<file path="src/hw/core_settings.svh">
// Core-wide width macros and reset vector

`ifndef CORE_SETTINGS_SVH
`define CORE_SETTINGS_SVH

//////////////////////////////
// Datapath
//////////////////////////////

// Data and address width
`define CORE_DW 32

// Register address width, 32 registers
`define CORE_RAW 5

//////////////////////////////
// Fetch
//////////////////////////////

// First instruction address after reset
`define CORE_RST_VECTOR 32'h0000_0000

`endif

</file>
<file path="src/hw/isa_pkg.sv">
// Instruction set encoding: opcode numbering, instruction formats
// and the class of the 16-bit immediate

`include "core_settings.svh"

package isa_pkg;

   // Opcodes of the kept instructions, anything else decodes as a no-op
   typedef enum logic [5:0] {
      op_and  = 6'h01,
      op_andi = 6'h02,
      op_or   = 6'h03,
      op_ori  = 6'h04,
      op_xor  = 6'h05,
      op_xori = 6'h06,
      op_lsl  = 6'h07,
      op_lsli = 6'h08,
      op_lsr  = 6'h09,
      op_lsri = 6'h0A,
      op_asr  = 6'h0B,
      op_asri = 6'h0C,
      op_add  = 6'h0D,
      op_addi = 6'h0E,
      op_sub  = 6'h0F,
      op_ldw  = 6'h10,  // Word load
      op_stw  = 6'h11,  // Word store, data register in rd
      op_jmpi = 6'h12   // PC-relative jump and link
   } opcode_e;

   // Register form
   typedef struct packed {
      logic [10:0]          attr;
      logic [`CORE_RAW-1:0] rs2;
      logic [`CORE_RAW-1:0] rs1;
      logic [`CORE_RAW-1:0] rd;
      logic [5:0]           opcode;
   } insn_r_t;

   // Immediate form, bits 31..11 double as the jump offset
   typedef struct packed {
      logic [15:0]          imm16;
      logic [`CORE_RAW-1:0] rs1;
      logic [`CORE_RAW-1:0] rd;
      logic [5:0]           opcode;
   } insn_i_t;

   typedef union packed {
      insn_r_t r;
      insn_i_t i;
   } insn_u;

   typedef enum logic [1:0] {
      imm_none     = 2'd0,  // Operand 2 comes from rs2
      imm_signed   = 2'd1,
      imm_unsigned = 2'd2
   } imm_kind_e;

endpackage

</file>
<file path="src/hw/core_pkg.sv">
// Pipeline bundles between stages and the data bus request

`include "core_settings.svh"

package core_pkg;

   // One-hot select of the shift/logic unit
   typedef struct packed {
      logic is_and;
      logic is_or;
      logic is_xor;
      logic is_lsl;
      logic is_lsr;
      logic is_asr;
   } lu_op_t;

   // Decode to execute
   typedef struct packed {
      logic                 valid;
      lu_op_t               lu_op;
      logic                 add;
      logic                 sub;
      logic                 load;
      logic                 store;
      logic                 link;       // Result is the link address
      logic [`CORE_DW-1:0]  link_addr;  // Jump PC plus 8
      logic                 wb_en;
      logic [`CORE_RAW-1:0] rd;
      isa_pkg::imm_kind_e   imm_kind;
      logic [15:0]          imm16;
   } ex_bundle_t;

   typedef struct packed {
      logic                rd;
      logic                we;
      logic [`CORE_DW-1:0] addr;
      logic [`CORE_DW-1:0] wdata;
   } dbus_req_t;

endpackage

</file>
<file path="src/hw/fetch_unit.sv">
`timescale 1ns/1ps
// Fetch stage: program counter, instruction bus address and
// the fetch to decode register

`include "core_settings.svh"

module fetch_unit (
   input  logic                clk_i,
   input  logic                rst_i,
   input  logic [31:0]         insn_i,
   input  logic                insn_ready_i,
   input  logic                exec_ready_i,
   input  logic                jmp_i,
   input  logic [`CORE_DW-1:0] jmp_target_i,
   output logic [`CORE_DW-1:0] iaddr_o,
   output logic                ibus_rd_o,
   output isa_pkg::insn_u      dec_insn_o,
   output logic [`CORE_DW-1:0] dec_pc_o,
   output logic                dec_valid_o
);
   localparam logic [`CORE_DW-1:0] word_step = 4;

   logic [`CORE_DW-1:0] pc_q;        // Address of the word now on insn_i
   logic                req_q;       // Clear only in the first cycle after reset
   logic                redir_q;     // Jump left decode while fetch stalled
   logic [`CORE_DW-1:0] redir_pc_q;
   logic                fetch_adv;
   logic [`CORE_DW-1:0] pc_nxt;

   assign fetch_adv = req_q & insn_ready_i & exec_ready_i;
   assign ibus_rd_o = 1'b1;

   always_comb begin
      if (jmp_i)
         pc_nxt = jmp_target_i;
      else if (redir_q)
         pc_nxt = redir_pc_q;
      else
         pc_nxt = pc_q + word_step;
   end

   // Re-request the pending word until it is taken
   assign iaddr_o = fetch_adv ? pc_nxt : pc_q;

   always_ff @(posedge clk_i) begin
      if (rst_i) begin
         pc_q        <= `CORE_RST_VECTOR;
         req_q       <= 1'b0;
         redir_q     <= 1'b0;
         dec_valid_o <= 1'b0;
      end else begin
         pc_q  <= iaddr_o;
         req_q <= 1'b1;
         if (fetch_adv)
            redir_q <= 1'b0;
         else if (jmp_i & exec_ready_i)
            redir_q <= 1'b1;
         if (exec_ready_i)
            dec_valid_o <= fetch_adv;  // Bubble when the word is not ready
      end
   end

   always_ff @(posedge clk_i) begin
      if (jmp_i & exec_ready_i & ~fetch_adv)
         redir_pc_q <= jmp_target_i;
      if (fetch_adv) begin
         dec_insn_o <= insn_i;
         dec_pc_o   <= pc_q;
      end
   end

endmodule

</file>
<file path="src/hw/decode_unit.sv">
`timescale 1ns/1ps
// Decode stage: unit selects, immediate class, register read addresses,
// JMPI redirect and the decode to execute register

`include "core_settings.svh"

module decode_unit (
   input  logic                 clk_i,
   input  logic                 rst_i,
   input  isa_pkg::insn_u       dec_insn_i,
   input  logic [`CORE_DW-1:0]  dec_pc_i,
   input  logic                 dec_valid_i,
   input  logic                 exec_ready_i,
   output logic [`CORE_RAW-1:0] rs1_addr_o,
   output logic [`CORE_RAW-1:0] rs2_addr_o,
   output logic                 jmp_o,
   output logic [`CORE_DW-1:0]  jmp_target_o,
   output core_pkg::ex_bundle_t ex_bundle_o
);
   localparam logic [`CORE_DW-1:0] link_step = 8;  // Skips the delay slot

   logic [5:0]           opc;
   logic [20:0]          rel21;
   logic                 is_store;
   core_pkg::ex_bundle_t ex_nxt;

   assign opc      = dec_insn_i.r.opcode;
   assign rel21    = dec_insn_i.i[31:11];  // Jump offset in words
   assign is_store = (opc == isa_pkg::op_stw);

   //////////////////////////////
   // Register reads and jump
   //////////////////////////////

   assign rs1_addr_o = dec_insn_i.r.rs1;
   assign rs2_addr_o = is_store ? dec_insn_i.r.rd : dec_insn_i.r.rs2;  // Store data

   assign jmp_o        = dec_valid_i & (opc == isa_pkg::op_jmpi);
   assign jmp_target_o = dec_pc_i + {{(`CORE_DW-23){rel21[20]}}, rel21, 2'b00};

   //////////////////////////////
   // Bundle decode
   //////////////////////////////

   always_comb begin
      ex_nxt           = '0;
      ex_nxt.valid     = dec_valid_i;
      ex_nxt.rd        = dec_insn_i.r.rd;
      ex_nxt.imm16     = dec_insn_i.i.imm16;
      ex_nxt.link_addr = dec_pc_i + link_step;
      case (opc)
         isa_pkg::op_and:  ex_nxt.lu_op.is_and = 1'b1;
         isa_pkg::op_or:   ex_nxt.lu_op.is_or  = 1'b1;
         isa_pkg::op_xor:  ex_nxt.lu_op.is_xor = 1'b1;
         isa_pkg::op_lsl:  ex_nxt.lu_op.is_lsl = 1'b1;
         isa_pkg::op_lsr:  ex_nxt.lu_op.is_lsr = 1'b1;
         isa_pkg::op_asr:  ex_nxt.lu_op.is_asr = 1'b1;
         isa_pkg::op_add:  ex_nxt.add = 1'b1;
         isa_pkg::op_sub:  ex_nxt.sub = 1'b1;
         isa_pkg::op_jmpi: ex_nxt.link = 1'b1;
         isa_pkg::op_andi: begin
            ex_nxt.lu_op.is_and = 1'b1;
            ex_nxt.imm_kind     = isa_pkg::imm_signed;
         end
         isa_pkg::op_ori: begin
            ex_nxt.lu_op.is_or = 1'b1;
            ex_nxt.imm_kind    = isa_pkg::imm_unsigned;
         end
         isa_pkg::op_xori: begin
            ex_nxt.lu_op.is_xor = 1'b1;
            ex_nxt.imm_kind     = isa_pkg::imm_signed;
         end
         isa_pkg::op_lsli: begin
            ex_nxt.lu_op.is_lsl = 1'b1;
            ex_nxt.imm_kind     = isa_pkg::imm_unsigned;
         end
         isa_pkg::op_lsri: begin
            ex_nxt.lu_op.is_lsr = 1'b1;
            ex_nxt.imm_kind     = isa_pkg::imm_unsigned;
         end
         isa_pkg::op_asri: begin
            ex_nxt.lu_op.is_asr = 1'b1;
            ex_nxt.imm_kind     = isa_pkg::imm_unsigned;
         end
         isa_pkg::op_addi: begin
            ex_nxt.add      = 1'b1;
            ex_nxt.imm_kind = isa_pkg::imm_signed;
         end
         isa_pkg::op_ldw: begin
            ex_nxt.load     = 1'b1;
            ex_nxt.imm_kind = isa_pkg::imm_signed;  // Address offset
         end
         isa_pkg::op_stw: begin
            ex_nxt.store    = 1'b1;
            ex_nxt.imm_kind = isa_pkg::imm_signed;
         end
         default: ;  // No-op
      endcase
      // r0 is never written
      ex_nxt.wb_en = ((|ex_nxt.lu_op) | ex_nxt.add | ex_nxt.sub | ex_nxt.load | ex_nxt.link)
                     & (ex_nxt.rd != '0);
   end

   always_ff @(posedge clk_i) begin
      if (rst_i)
         ex_bundle_o <= '0;
      else if (exec_ready_i)
         ex_bundle_o <= ex_nxt;
   end

endmodule

</file>
<file path="src/hw/reg_file.sv">
`timescale 1ns/1ps
// Register file, 32 words with r0 tied to zero
// Registered read ports with write-first bypass

`include "core_settings.svh"

module reg_file (
   input  logic                 clk_i,
   input  logic                 rst_i,
   input  logic                 advance_i,
   input  logic [`CORE_RAW-1:0] rs1_addr_i,
   input  logic [`CORE_RAW-1:0] rs2_addr_i,
   input  logic                 wr_en_i,
   input  logic [`CORE_RAW-1:0] wr_addr_i,
   input  logic [`CORE_DW-1:0]  wr_data_i,
   output logic [`CORE_DW-1:0]  rs1_data_o,
   output logic [`CORE_DW-1:0]  rs2_data_o
);
   logic [`CORE_DW-1:0] regs [2**`CORE_RAW];

   // Same-cycle write wins over the stored word
   function automatic logic [`CORE_DW-1:0] read_port(input logic [`CORE_RAW-1:0] addr);
      if (addr == '0)
         return '0;
      else if (wr_en_i && (addr == wr_addr_i))
         return wr_data_i;
      else
         return regs[addr];
   endfunction

   always_ff @(posedge clk_i) begin
      if (wr_en_i && (wr_addr_i != '0))
         regs[wr_addr_i] <= wr_data_i;
   end

   always_ff @(posedge clk_i) begin
      if (rst_i) begin
         rs1_data_o <= '0;
         rs2_data_o <= '0;
      end else if (advance_i) begin
         rs1_data_o <= read_port(rs1_addr_i);
         rs2_data_o <= read_port(rs2_addr_i);
      end
   end

endmodule

</file>
<file path="src/hw/shift_logic_unit.sv">
`timescale 1ns/1ps
// AND/OR/XOR and the shared right shifter for LSL, LSR and ASR

`include "core_settings.svh"

module shift_logic_unit (
   input  core_pkg::lu_op_t    op_i,
   input  logic [`CORE_DW-1:0] a_i,
   input  logic [`CORE_DW-1:0] b_i,
   output logic [`CORE_DW-1:0] result_o
);
   logic [`CORE_DW-1:0]   shift_in;
   logic [`CORE_DW-1:0]   shift_fill;
   logic [2*`CORE_DW-1:0] shift_wide;
   logic [`CORE_DW-1:0]   shifted;
   logic [`CORE_DW-1:0]   shift_res;
   logic                  is_shift;

   function automatic logic [`CORE_DW-1:0] bit_rev(input logic [`CORE_DW-1:0] v);
      logic [`CORE_DW-1:0] r;
      for (int k = 0; k < `CORE_DW; k++) begin
         r[`CORE_DW-1-k] = v[k];
      end
      return r;
   endfunction

   // Left shift is a right shift of the mirrored word
   assign shift_in   = op_i.is_lsl ? bit_rev(a_i) : a_i;
   assign shift_fill = op_i.is_asr ? {`CORE_DW{a_i[`CORE_DW-1]}} : '0;
   assign shift_wide = {shift_fill, shift_in} >> b_i[4:0];
   assign shifted    = shift_wide[`CORE_DW-1:0];
   assign shift_res  = op_i.is_lsl ? bit_rev(shifted) : shifted;
   assign is_shift   = op_i.is_lsl | op_i.is_lsr | op_i.is_asr;

   // Zero when no unit is selected
   assign result_o = ({`CORE_DW{op_i.is_and}} & (a_i & b_i)) |
                     ({`CORE_DW{op_i.is_or}}  & (a_i | b_i)) |
                     ({`CORE_DW{op_i.is_xor}} & (a_i ^ b_i)) |
                     ({`CORE_DW{is_shift}}    & shift_res);

endmodule

</file>
<file path="src/hw/exec_unit.sv">
`timescale 1ns/1ps
// Execute stage: operand select, add/sub adder, data bus access,
// result select and register write-back

`include "core_settings.svh"

module exec_unit (
   input  core_pkg::ex_bundle_t ex_bundle_i,
   input  logic [`CORE_DW-1:0]  rs1_data_i,
   input  logic [`CORE_DW-1:0]  rs2_data_i,
   input  logic [`CORE_DW-1:0]  d_i,
   input  logic                 dbus_rd_ready_i,
   input  logic                 dbus_we_done_i,
   output core_pkg::dbus_req_t  dbus_req_o,
   output logic                 exec_rdy_o,
   output logic                 wr_en_o,
   output logic [`CORE_RAW-1:0] wr_addr_o,
   output logic [`CORE_DW-1:0]  wr_data_o
);
   logic [`CORE_DW-1:0] imm_ext;
   logic [`CORE_DW-1:0] opnd2;
   logic [`CORE_DW-1:0] add_b;
   logic [`CORE_DW-1:0] sum;
   logic [`CORE_DW-1:0] lu_res;
   logic                do_load;
   logic                do_store;

   //////////////////////////////
   // Operands and adder
   //////////////////////////////

   always_comb begin
      case (ex_bundle_i.imm_kind)
         isa_pkg::imm_signed:   imm_ext = {{(`CORE_DW-16){ex_bundle_i.imm16[15]}},
                                           ex_bundle_i.imm16};
         isa_pkg::imm_unsigned: imm_ext = {{(`CORE_DW-16){1'b0}}, ex_bundle_i.imm16};
         default:               imm_ext = '0;
      endcase
   end

   assign opnd2 = (ex_bundle_i.imm_kind == isa_pkg::imm_none) ? rs2_data_i : imm_ext;
   assign add_b = ex_bundle_i.sub ? ~opnd2 : opnd2;
   assign sum   = rs1_data_i + add_b + {{(`CORE_DW-1){1'b0}}, ex_bundle_i.sub};

   shift_logic_unit slu_inst (
      .op_i     (ex_bundle_i.lu_op),
      .a_i      (rs1_data_i),
      .b_i      (opnd2),
      .result_o (lu_res)
   );

   //////////////////////////////
   // Data bus
   //////////////////////////////

   assign do_load  = ex_bundle_i.valid & ex_bundle_i.load;
   assign do_store = ex_bundle_i.valid & ex_bundle_i.store;

   assign dbus_req_o.rd    = do_load;
   assign dbus_req_o.we    = do_store;
   assign dbus_req_o.addr  = sum;         // rs1 plus signed offset
   assign dbus_req_o.wdata = rs2_data_i;  // Register named by rd

   // Whole pipeline waits on the bus
   assign exec_rdy_o = ~(do_load & ~dbus_rd_ready_i) & ~(do_store & ~dbus_we_done_i);

   // Write-back
   assign wr_en_o   = ex_bundle_i.valid & ex_bundle_i.wb_en & exec_rdy_o;
   assign wr_addr_o = ex_bundle_i.rd;
   assign wr_data_o = lu_res |
                      ({`CORE_DW{ex_bundle_i.add | ex_bundle_i.sub}} & sum) |
                      ({`CORE_DW{ex_bundle_i.load}} & d_i) |
                      ({`CORE_DW{ex_bundle_i.link}} & ex_bundle_i.link_addr);

endmodule

</file>
<file path="src/hw/core_top.sv">
`timescale 1ns/1ps
// Core top level: fetch, decode, register file and execute

`include "core_settings.svh"

module core_top (
   input  logic                clk_i,
   input  logic                rst_i,
   input  logic [31:0]         insn_i,
   input  logic                insn_ready_i,
   output logic [`CORE_DW-1:0] iaddr_o,
   output logic                ibus_rd_o,
   input  logic [`CORE_DW-1:0] d_i,
   input  logic                dbus_rd_ready_i,
   input  logic                dbus_we_done_i,
   output logic [`CORE_DW-1:0] d_o,
   output logic [`CORE_DW-1:0] addr_o,
   output logic                dbus_rd_o,
   output logic                dbus_we_o
);
   logic                 exec_ready;  // Advances decode and gates fetch
   isa_pkg::insn_u       dec_insn;
   logic [`CORE_DW-1:0]  dec_pc;
   logic                 dec_valid;
   logic [`CORE_RAW-1:0] rs1_addr;
   logic [`CORE_RAW-1:0] rs2_addr;
   logic                 jmp;
   logic [`CORE_DW-1:0]  jmp_target;
   core_pkg::ex_bundle_t ex_bundle;
   logic [`CORE_DW-1:0]  rs1_data;
   logic [`CORE_DW-1:0]  rs2_data;
   core_pkg::dbus_req_t  dbus_req;
   logic                 wr_en;
   logic [`CORE_RAW-1:0] wr_addr;
   logic [`CORE_DW-1:0]  wr_data;

   fetch_unit fetch_inst (
      .clk_i        (clk_i),
      .rst_i        (rst_i),
      .insn_i       (insn_i),
      .insn_ready_i (insn_ready_i),
      .exec_ready_i (exec_ready),
      .jmp_i        (jmp),
      .jmp_target_i (jmp_target),
      .iaddr_o      (iaddr_o),
      .ibus_rd_o    (ibus_rd_o),
      .dec_insn_o   (dec_insn),
      .dec_pc_o     (dec_pc),
      .dec_valid_o  (dec_valid)
   );

   decode_unit decode_inst (
      .clk_i        (clk_i),
      .rst_i        (rst_i),
      .dec_insn_i   (dec_insn),
      .dec_pc_i     (dec_pc),
      .dec_valid_i  (dec_valid),
      .exec_ready_i (exec_ready),
      .rs1_addr_o   (rs1_addr),
      .rs2_addr_o   (rs2_addr),
      .jmp_o        (jmp),
      .jmp_target_o (jmp_target),
      .ex_bundle_o  (ex_bundle)
   );

   reg_file reg_file_inst (
      .clk_i      (clk_i),
      .rst_i      (rst_i),
      .advance_i  (exec_ready),  // Reads captured with the decode advance
      .rs1_addr_i (rs1_addr),
      .rs2_addr_i (rs2_addr),
      .wr_en_i    (wr_en),
      .wr_addr_i  (wr_addr),
      .wr_data_i  (wr_data),
      .rs1_data_o (rs1_data),
      .rs2_data_o (rs2_data)
   );

   exec_unit exec_inst (
      .ex_bundle_i     (ex_bundle),
      .rs1_data_i      (rs1_data),
      .rs2_data_i      (rs2_data),
      .d_i             (d_i),
      .dbus_rd_ready_i (dbus_rd_ready_i),
      .dbus_we_done_i  (dbus_we_done_i),
      .dbus_req_o      (dbus_req),
      .exec_rdy_o      (exec_ready),
      .wr_en_o         (wr_en),
      .wr_addr_o       (wr_addr),
      .wr_data_o       (wr_data)
   );

   // Data bus ports
   assign dbus_rd_o = dbus_req.rd;
   assign dbus_we_o = dbus_req.we;
   assign addr_o    = dbus_req.addr;
   assign d_o       = dbus_req.wdata;

endmodule

</file>
<file path="config.mk">
export PLATFORM = sky130hd
export DESIGN_NAME = core_top
export DESIGN_NICKNAME = d
export VERILOG_FILES = /design/src/hw/isa_pkg.sv /design/src/hw/core_pkg.sv /design/src/hw/fetch_unit.sv /design/src/hw/decode_unit.sv /design/src/hw/reg_file.sv /design/src/hw/shift_logic_unit.sv /design/src/hw/exec_unit.sv /design/src/hw/core_top.sv
export VERILOG_INCLUDE_DIRS = /design/src /design/src/hw
export SDC_FILE = /design/constraint.sdc
export NUM_CORES = 2
export LEC_CHECK = 0
export ABC_AREA = 1
export BUFFER_PORTS_ARGS = -buffer_cell sky130_fd_sc_hd__buf_2
export CORE_MARGIN = 1
export CORE_UTILIZATION = 30
export DETAILED_ROUTE_END_ITERATION = 12
export GPL_TIMING_DRIVEN = 1
export PLACE_DENSITY = 0.55
export REMOVE_ABC_BUFFERS = 1
export SLEW_MARGIN = 20
export SYNTH_ARGS = -nofsm -noshare
export SYNTH_HDL_FRONTEND = slang
export SYNTH_SLANG_ARGS = --single-unit
</file>
<file path="constraint.sdc">
create_clock -name clk_i -period 5.65 [get_ports clk_i]
set_input_delay 0.565 -clock clk_i [delete_from_list [all_inputs] [get_ports clk_i]]
set_output_delay 0.565 -clock clk_i [all_outputs]
set_load 0.01 [all_outputs]
</file>
# == After elaboration in Yosys (flattened, before gate mapping) ==
# Memories as Yosys holds them, arrays and structs flattened. A register that Yosys moved wholly into a read port is not among the register bits.
# Cells that the tools add are included.
# classes
muxes,30
magnitude_cmp,0
n_addsub,5
n_reduce_logical,19
bitwise_logic,42
n_eq_ne,22
n_shift,1
n_mul,0
div_mod_pow,0
# ops
operator,n
$mux 32,12
$and 32x32->32,8
$or 32x32->32,7
$add 32x32->32,2
$pmux 32 s2,1
$shr 64x5->32,1
$eq 6x4->1 const B,8
$add 32x1->32,1
$add 32x3->32 const B,1
$add 32x4->32 const B,1
$not 32->32,1
$xor 32x32->32,1
$eq 6x3->1 const B,4
$eq 6x5->1 const B,3
$reduce_or 2->1,8
$mux 1,14
$and 1x1->1,13
$eq 6x2->1 const B,2
$eq 5x5->1,2
$logic_not 5->1,2
$mux 5,2
$reduce_bool 5->1,2
$or 1x1->1,7
$eq 6x1->1 const B,1
9 further kinds,15
# totals
regBits,263
rom_bits,0
output_inout_bits,99
ram_bits,1024
word_cells,146
latch_bits,0
memories,1
in_bits,69
# mem_list
name,depth,width,rd,rd_ports_with_merged_regs,wr,line,text
reg_file_inst.regs,32,32,2,1,1,reg_file.sv:19,logic [`CORE_DW-1:0] regs [2**`CORE_RAW];

# == Longest topological paths before layout ==
# logic_depth
depth_word,13
mapped_depth,27
depth_no_buf,25

# == By module ==
# Synthesis repeated with hierarchy kept, for this count alone.
# hier_totals
cells_unflattened,10043
hier_area_um2,76180.6
# by_module_without_submodules
mod,instances,cells_each,area_each_um2
reg_file,1,7031,56894.6
fetch_unit,1,640,5855.6
decode_unit,1,1015,5778.0
shift_logic_unit,1,749,4000.1
exec_unit,1,608,3652.3

# == Worst setup path before layout ==
# Ideal clock, no wire load.
# synth_timing
path_type,flip-flop to flip-flop
from,register fetch_inst.dec_insn_o[3] (netlist bit)
to,register fetch_inst.redir_pc_q[0] (enable)
path_stages_with_launch,7
setup_slack_ps,1388
t_arrival_ps,3794
required_ps,5182
setup_time_ps,468
synth_period_minus_slack_ps,4262
cell_sequence,edfxtp_1 > nor2_2 > nand3_1 > nor3_1 > nand2_1 > clkbuf_1 > nor3b_1
# synth_between
elab_chain_len,4
# synth_rtl
element,line,text
"start, declared",fetch_unit.sv:17,"output isa_pkg::insn_u dec_insn_o,"
"start signal, assigned",fetch_unit.sv:67,dec_insn_o <= insn_i;
$eq 6x5->1,decode_unit.sv:38,assign jmp_o = dec_valid_i & (opc == isa_pkg::op_jmpi);
$and 1x1->1,decode_unit.sv:38,
$and 1x1->1 (2 in a row),fetch_unit.sv:64,if (jmp_i & exec_ready_i & ~fetch_adv)
"end signal, assigned",fetch_unit.sv:65,redir_pc_q <= jmp_target_i;
"end, declared",fetch_unit.sv:26,logic [`CORE_DW-1:0] redir_pc_q;
# Every way passes these cells.
# A chain may end at the register's enable or synchronous reset.

# == Final worst setup path ==
# layout_timing
from,register decode_inst.ex_bundle_o[16] (netlist bit)
to,output port addr_o[29]
# layout_between
elab_chain_len,7
word_cells_on_any_way,9
cone_classes,add/sub (2); eq/ne (2); mux (3); bitwise (1); reduce/logical (1)
# layout_rtl
element,line,text
"start, declared",decode_unit.sv:18,output core_pkg::ex_bundle_t ex_bundle_o
"start signal, assigned",decode_unit.sv:108,ex_bundle_o <= ex_nxt;
$eq 2x2->1 / $eq 2x1->1 (equally long branches),exec_unit.sv:33,case (ex_bundle_i.imm_kind)
$pmux 32 s2,exec_unit.sv:33,
$mux 32 (*),exec_unit.sv:41,assign opnd2 = (ex_bundle_i.imm_kind == isa_pkg::imm_none) ? rs2_data_i : imm_ext;
$not 32->32,exec_unit.sv:42,assign add_b = ex_bundle_i.sub ? ~opnd2 : opnd2;
$mux 32 (*),exec_unit.sv:42,
$add 32x32->32 (*),exec_unit.sv:43,"assign sum = rs1_data_i + add_b + {{(`CORE_DW-1){1'b0}}, ex_bundle_i.sub};"
$add 32x1->32 (*),exec_unit.sv:43,
"end, declared",core_top.sv:17,"output logic [`CORE_DW-1:0] addr_o,"
# Mark *: on every way between the ends. The rest lies on a longest branch, timed or not.

==> flow_summary.ini <==
[outcome]
status = finished, final reports clean

[clocking]
cts_root_buf = clkbuf_16
clk_latency_ns = 0.86
htree_levels = 4
clkTransAtPathRegs_ns = 0.07
clock_sinks = 1292
cts_tree = built
cts_buffers = 150
clock_path_buffers = 3

[pwr]
peakVddDrop_uv = 284
p_int_mw = 17.1
seqPwrFrac_pct = 44.4
p_sw_mw = 7.03
powerDensity_nw_per_um2 = 297
leakage_nw = 31.2
clkPwrFrac_pct = 40.7
p_comb_share_pct = 14.8
total_power_mw = 24.1
swShare_pct = 29.2

[yosys]
yosys.area_share.simple_pct = 26.2
synth_flop_cell = edfxtp_1
synthXorXnorAreaFrac_pct = 1.43
yosys-top-cells-area = edfxtp_1 47%, nand2_1 14%, nand3_1 9.0%
synth_fa_ha_area_share_pct = 2.34
yosys_warnings = 0
synth_compound_area_share_pct = 12.3
synth_area_per_cell_um2 = 8.49
ys_async_sr_fraction_pct = 0
synth-seq-cells = 1292
syn_inst = 8392
synth_largest_area_cell = edfxtp_1
synth_top_family_by_area = simple AND/OR/NAND/NOR gates
synth-seq-area-share_pct = 52.1
syn-cell-area_um2 = 71200
synth_mux_area_share_pct = 0
yosysTopAreaCellShare_pct = 47.2
synth_edf_count = 1120
yosysUniqueCellTypes = 58

[timing]
fin_crit_sh_pct = 96.7
hold-worst-slack_ns = 0.0711
max_clock_freq_ghz = 0.183
tightest_slew_ns = 1.23
rsz0062_at_grt = no
tns_ns = 0
finalSetupViolCount = 0
hold_viol = 0
layout_min_cycle_time_ns = 5.46
finClkSkew_ns = 0.0720
relSlewSlack_pct = 18.0
slew_viol_final = 0

[worst_setup_path]
critPathLaunch = decode_inst.ex_bundle_o[16]$_SDFFE_PP0P_
required_ns = 5.09
r2r-start = decode_inst.ex_bundle_o[16]$_SDFFE_PP0P_
crit_arrival_ns = 4.90
worstSetupEndpointType = output pin
crit_path_end = addr_o[29]
crit_fanout = 16
reg2reg_slack_ns = 0.58
worstSetupPathType = flop to output pin
start_kind = flop
regToRegEndpoint = reg_file_inst.regs[1][21]$_DFFE_PP_
r2r_cells = 20

[place]
io_buffers = 166
dp_hpwl_um = 198000
dp.cells = 11300
gp_congestion = 1.04

[global_route]
grt_pass1_vias = 62200
antenna_found_initial = 30
grt_overflow_total = 0
grt_max_degree = 163
grtUsageTotal_pct = 25.6
grt_pass1_wl_um = 444000

[layout]
area.growth.synth_to_final_pct = 14.1
post_layout_nonfiller_instances = 11600
drive_above_1_share_pct = 7.78
fin_util_pct = 34.5
num-fill-cells = 24200
nNetsFinal = 8573

[routing]
routed-via-count = 66600
wirelength_um = 315000
drt.antenna.violating_nets = 0
drcViolationCount = 0
wire_per_inst_um = 27.1
routed_via_density = 5.72
drt_iter0_drc = 9873
first_pass_iters = 6

[floorplan]
die_h_um = 489
rows = 178
fp.dieW_um = 489
core_area_um2 = 236000
pin_count = 168
dieArea_um2 = 239000
start_util_pct = 30.2

[flow_run]
maxCapViolations = 0

[min_path]
hold_class = primary input to flop
==> metrics by stage <==
stage	instance area (um2)	setup WS [ns]
after global placement	76000	0.423
after floorplan	68800	-20.56
after CTS	81200	0.0783
after detailed placement	76000	0.383
after global routing	81200	0.00188
final	81200	0.185
==> kinds of logic after synthesis <==
kind of cell	Yosys count
buffers and inverters	1017
xor gates and xnor gates	116
and+or+nand+nor	4395
DFF	1292
other	2
adders and majority gates	132
AOI/OAI and AO/OA	1438
==> final cells by class <==
type,count,area (um2),share of cell area [%]
flip-flops and latches,1292,37100,45.7
well taps,3150,3940,4.85
multi-input cells,6114,30500,37.6
inverters,424,1620,2.00
diodes,7,17.5,0.0216
clock inverters,74,886,1.09
repair buffers,390,3100,3.82
clock buffers,193,4040,4.97
==> worst max-delay path, stage by stage, from the launching register on <==
cell	delay, ns
dfxtp_1	0.34
inv_1	0.08
ha_1	0.40
buf_4	0.25
nand2_1	0.11
o21ai_1	0.12
buf_4	0.27
o21ai_0	0.23
xor2_1	0.21
ha_1	0.38
a21oi_1	0.23
inv_1	0.06
a31oi_1	0.23
o21ai_0	0.24
a21oi_1	0.34
nand2_1	0.10
nand2_1	0.08
and2_1	0.13
buf_2	0.23
==> Yosys cell counts, types with 19 or more instances <==
library cell and number:
ha_1 130, xnor2_1 27, inv_1 399, nand4_1 106, buf_1 82, buf_2 184
a221oi_1 93, nor2_1 330, o211ai_1 104, o21ai_0 426, a32o_1 105, nor3_1 46
dfxtp_1 172, nand3_1 1276, nand2_1 2563, and2_1 33, edfxtp_1 1120, xor2_1 89
a21oi_1 572, a221o_1 19, clkbuf_1 321
==> how the worst min path moves through the flow <==
stage,depth (start not counted),end,from
after global placement,0,fetch_inst.dec_pc_o[0]$_DFFE_PP_,fetch_inst.pc_q[0]$_SDFF_PP0_
after CTS,1,fetch_inst.dec_insn_o[4]$_DFFE_PP_,insn_i[4]
after global routing,1,fetch_inst.dec_insn_o[4]$_DFFE_PP_,insn_i[4]
final,1,fetch_inst.dec_insn_o[4]$_DFFE_PP_,insn_i[4]
after floorplan,0,fetch_inst.dec_pc_o[31]$_DFFE_PP_,fetch_inst.pc_q[31]$_SDFF_PP0_
after detailed placement,0,fetch_inst.dec_pc_o[1]$_DFFE_PP_,fetch_inst.pc_q[1]$_SDFF_PP0_
==> sequential cells by signal (all words and copies together), names as in the netlist, named ones only <==
register / count
decode_inst.ex_bundle_o: 68
fetch_inst.dec_insn_o: 32
fetch_inst.dec_pc_o: 32
fetch_inst.dec_valid_o: 1
fetch_inst.pc_q: 32
fetch_inst.redir_pc_q: 32
fetch_inst.redir_q: 1
fetch_inst.req_q: 1
reg_file_inst.regs: 1024
reg_file_inst.rs1_data_o: 32
reg_file_inst.rs2_data_o: 32
==> per-layer routing <==
metal | global-route usage, % | up-vias | share of wire (%)
met5 | 0 | - | 0.0098
met4 | 16.7 | 6 | 7.2
met3 | 5.02 | 866 | 10
met2 | 39.7 | 4190 | 44
met1 | 32.4 | 32300 | 38
li1 | - | 29200 | -
==> power by group through the flow <==
stage	Clock [mW]	Sequential, mW	Combinational [mW]
2_1_floorplan	0	10.8	2.25
3_5_place_dp	0	10.9	3.46
5_1_grt	10.3	10.7	3.80
3_3_place_gp	0	10.9	3.44
6_report	9.81	10.7	3.57
4_1_cts	9.92	10.7	3.50
==> cells in the final DEF, fill, tap and decap left out, types with 9 or more instances in the layout <==
cell / instances
buf_2: 165
a21o_1: 9
o221ai_1: 16
nor3_1: 43
a21oi_1: 571
nor2_1: 298
nand4_1: 106
bufinv_16: 10
clkinv_1: 40
clkinv_16: 9
ha_1: 130
a31oi_1: 11
nand2_1: 2559
nor4_1: 10
xor2_1: 89
dlygate4sd3_1: 30
a221oi_1: 93
and2_1: 31
a22oi_1: 12
or2_2: 12
clkbuf_16: 154
inv_1: 395
dfxtp_1: 164
clkinv_2: 24
buf_12: 41
buf_4: 154
nand3_1: 1275
edfxtp_1: 1120
a32o_1: 105
o211ai_1: 104
conb_1: 33
o21a_1: 16
nor2_4: 33
a221o_1: 19
clkbuf_1: 35
o21ai_0: 422
xnor2_1: 27
==> repair_timing <==
action | 4_1_cts | 5_1_grt
setup endpoints to repair | 1 | 3
hold buffers | 30 | 0
endpoints found under the hold margin | 34 | 0
pin swaps | 0 | 0
resized for setup | 1 | 5
buffers inserted | 1 | 0
Power figures use the tool's default switching activity.
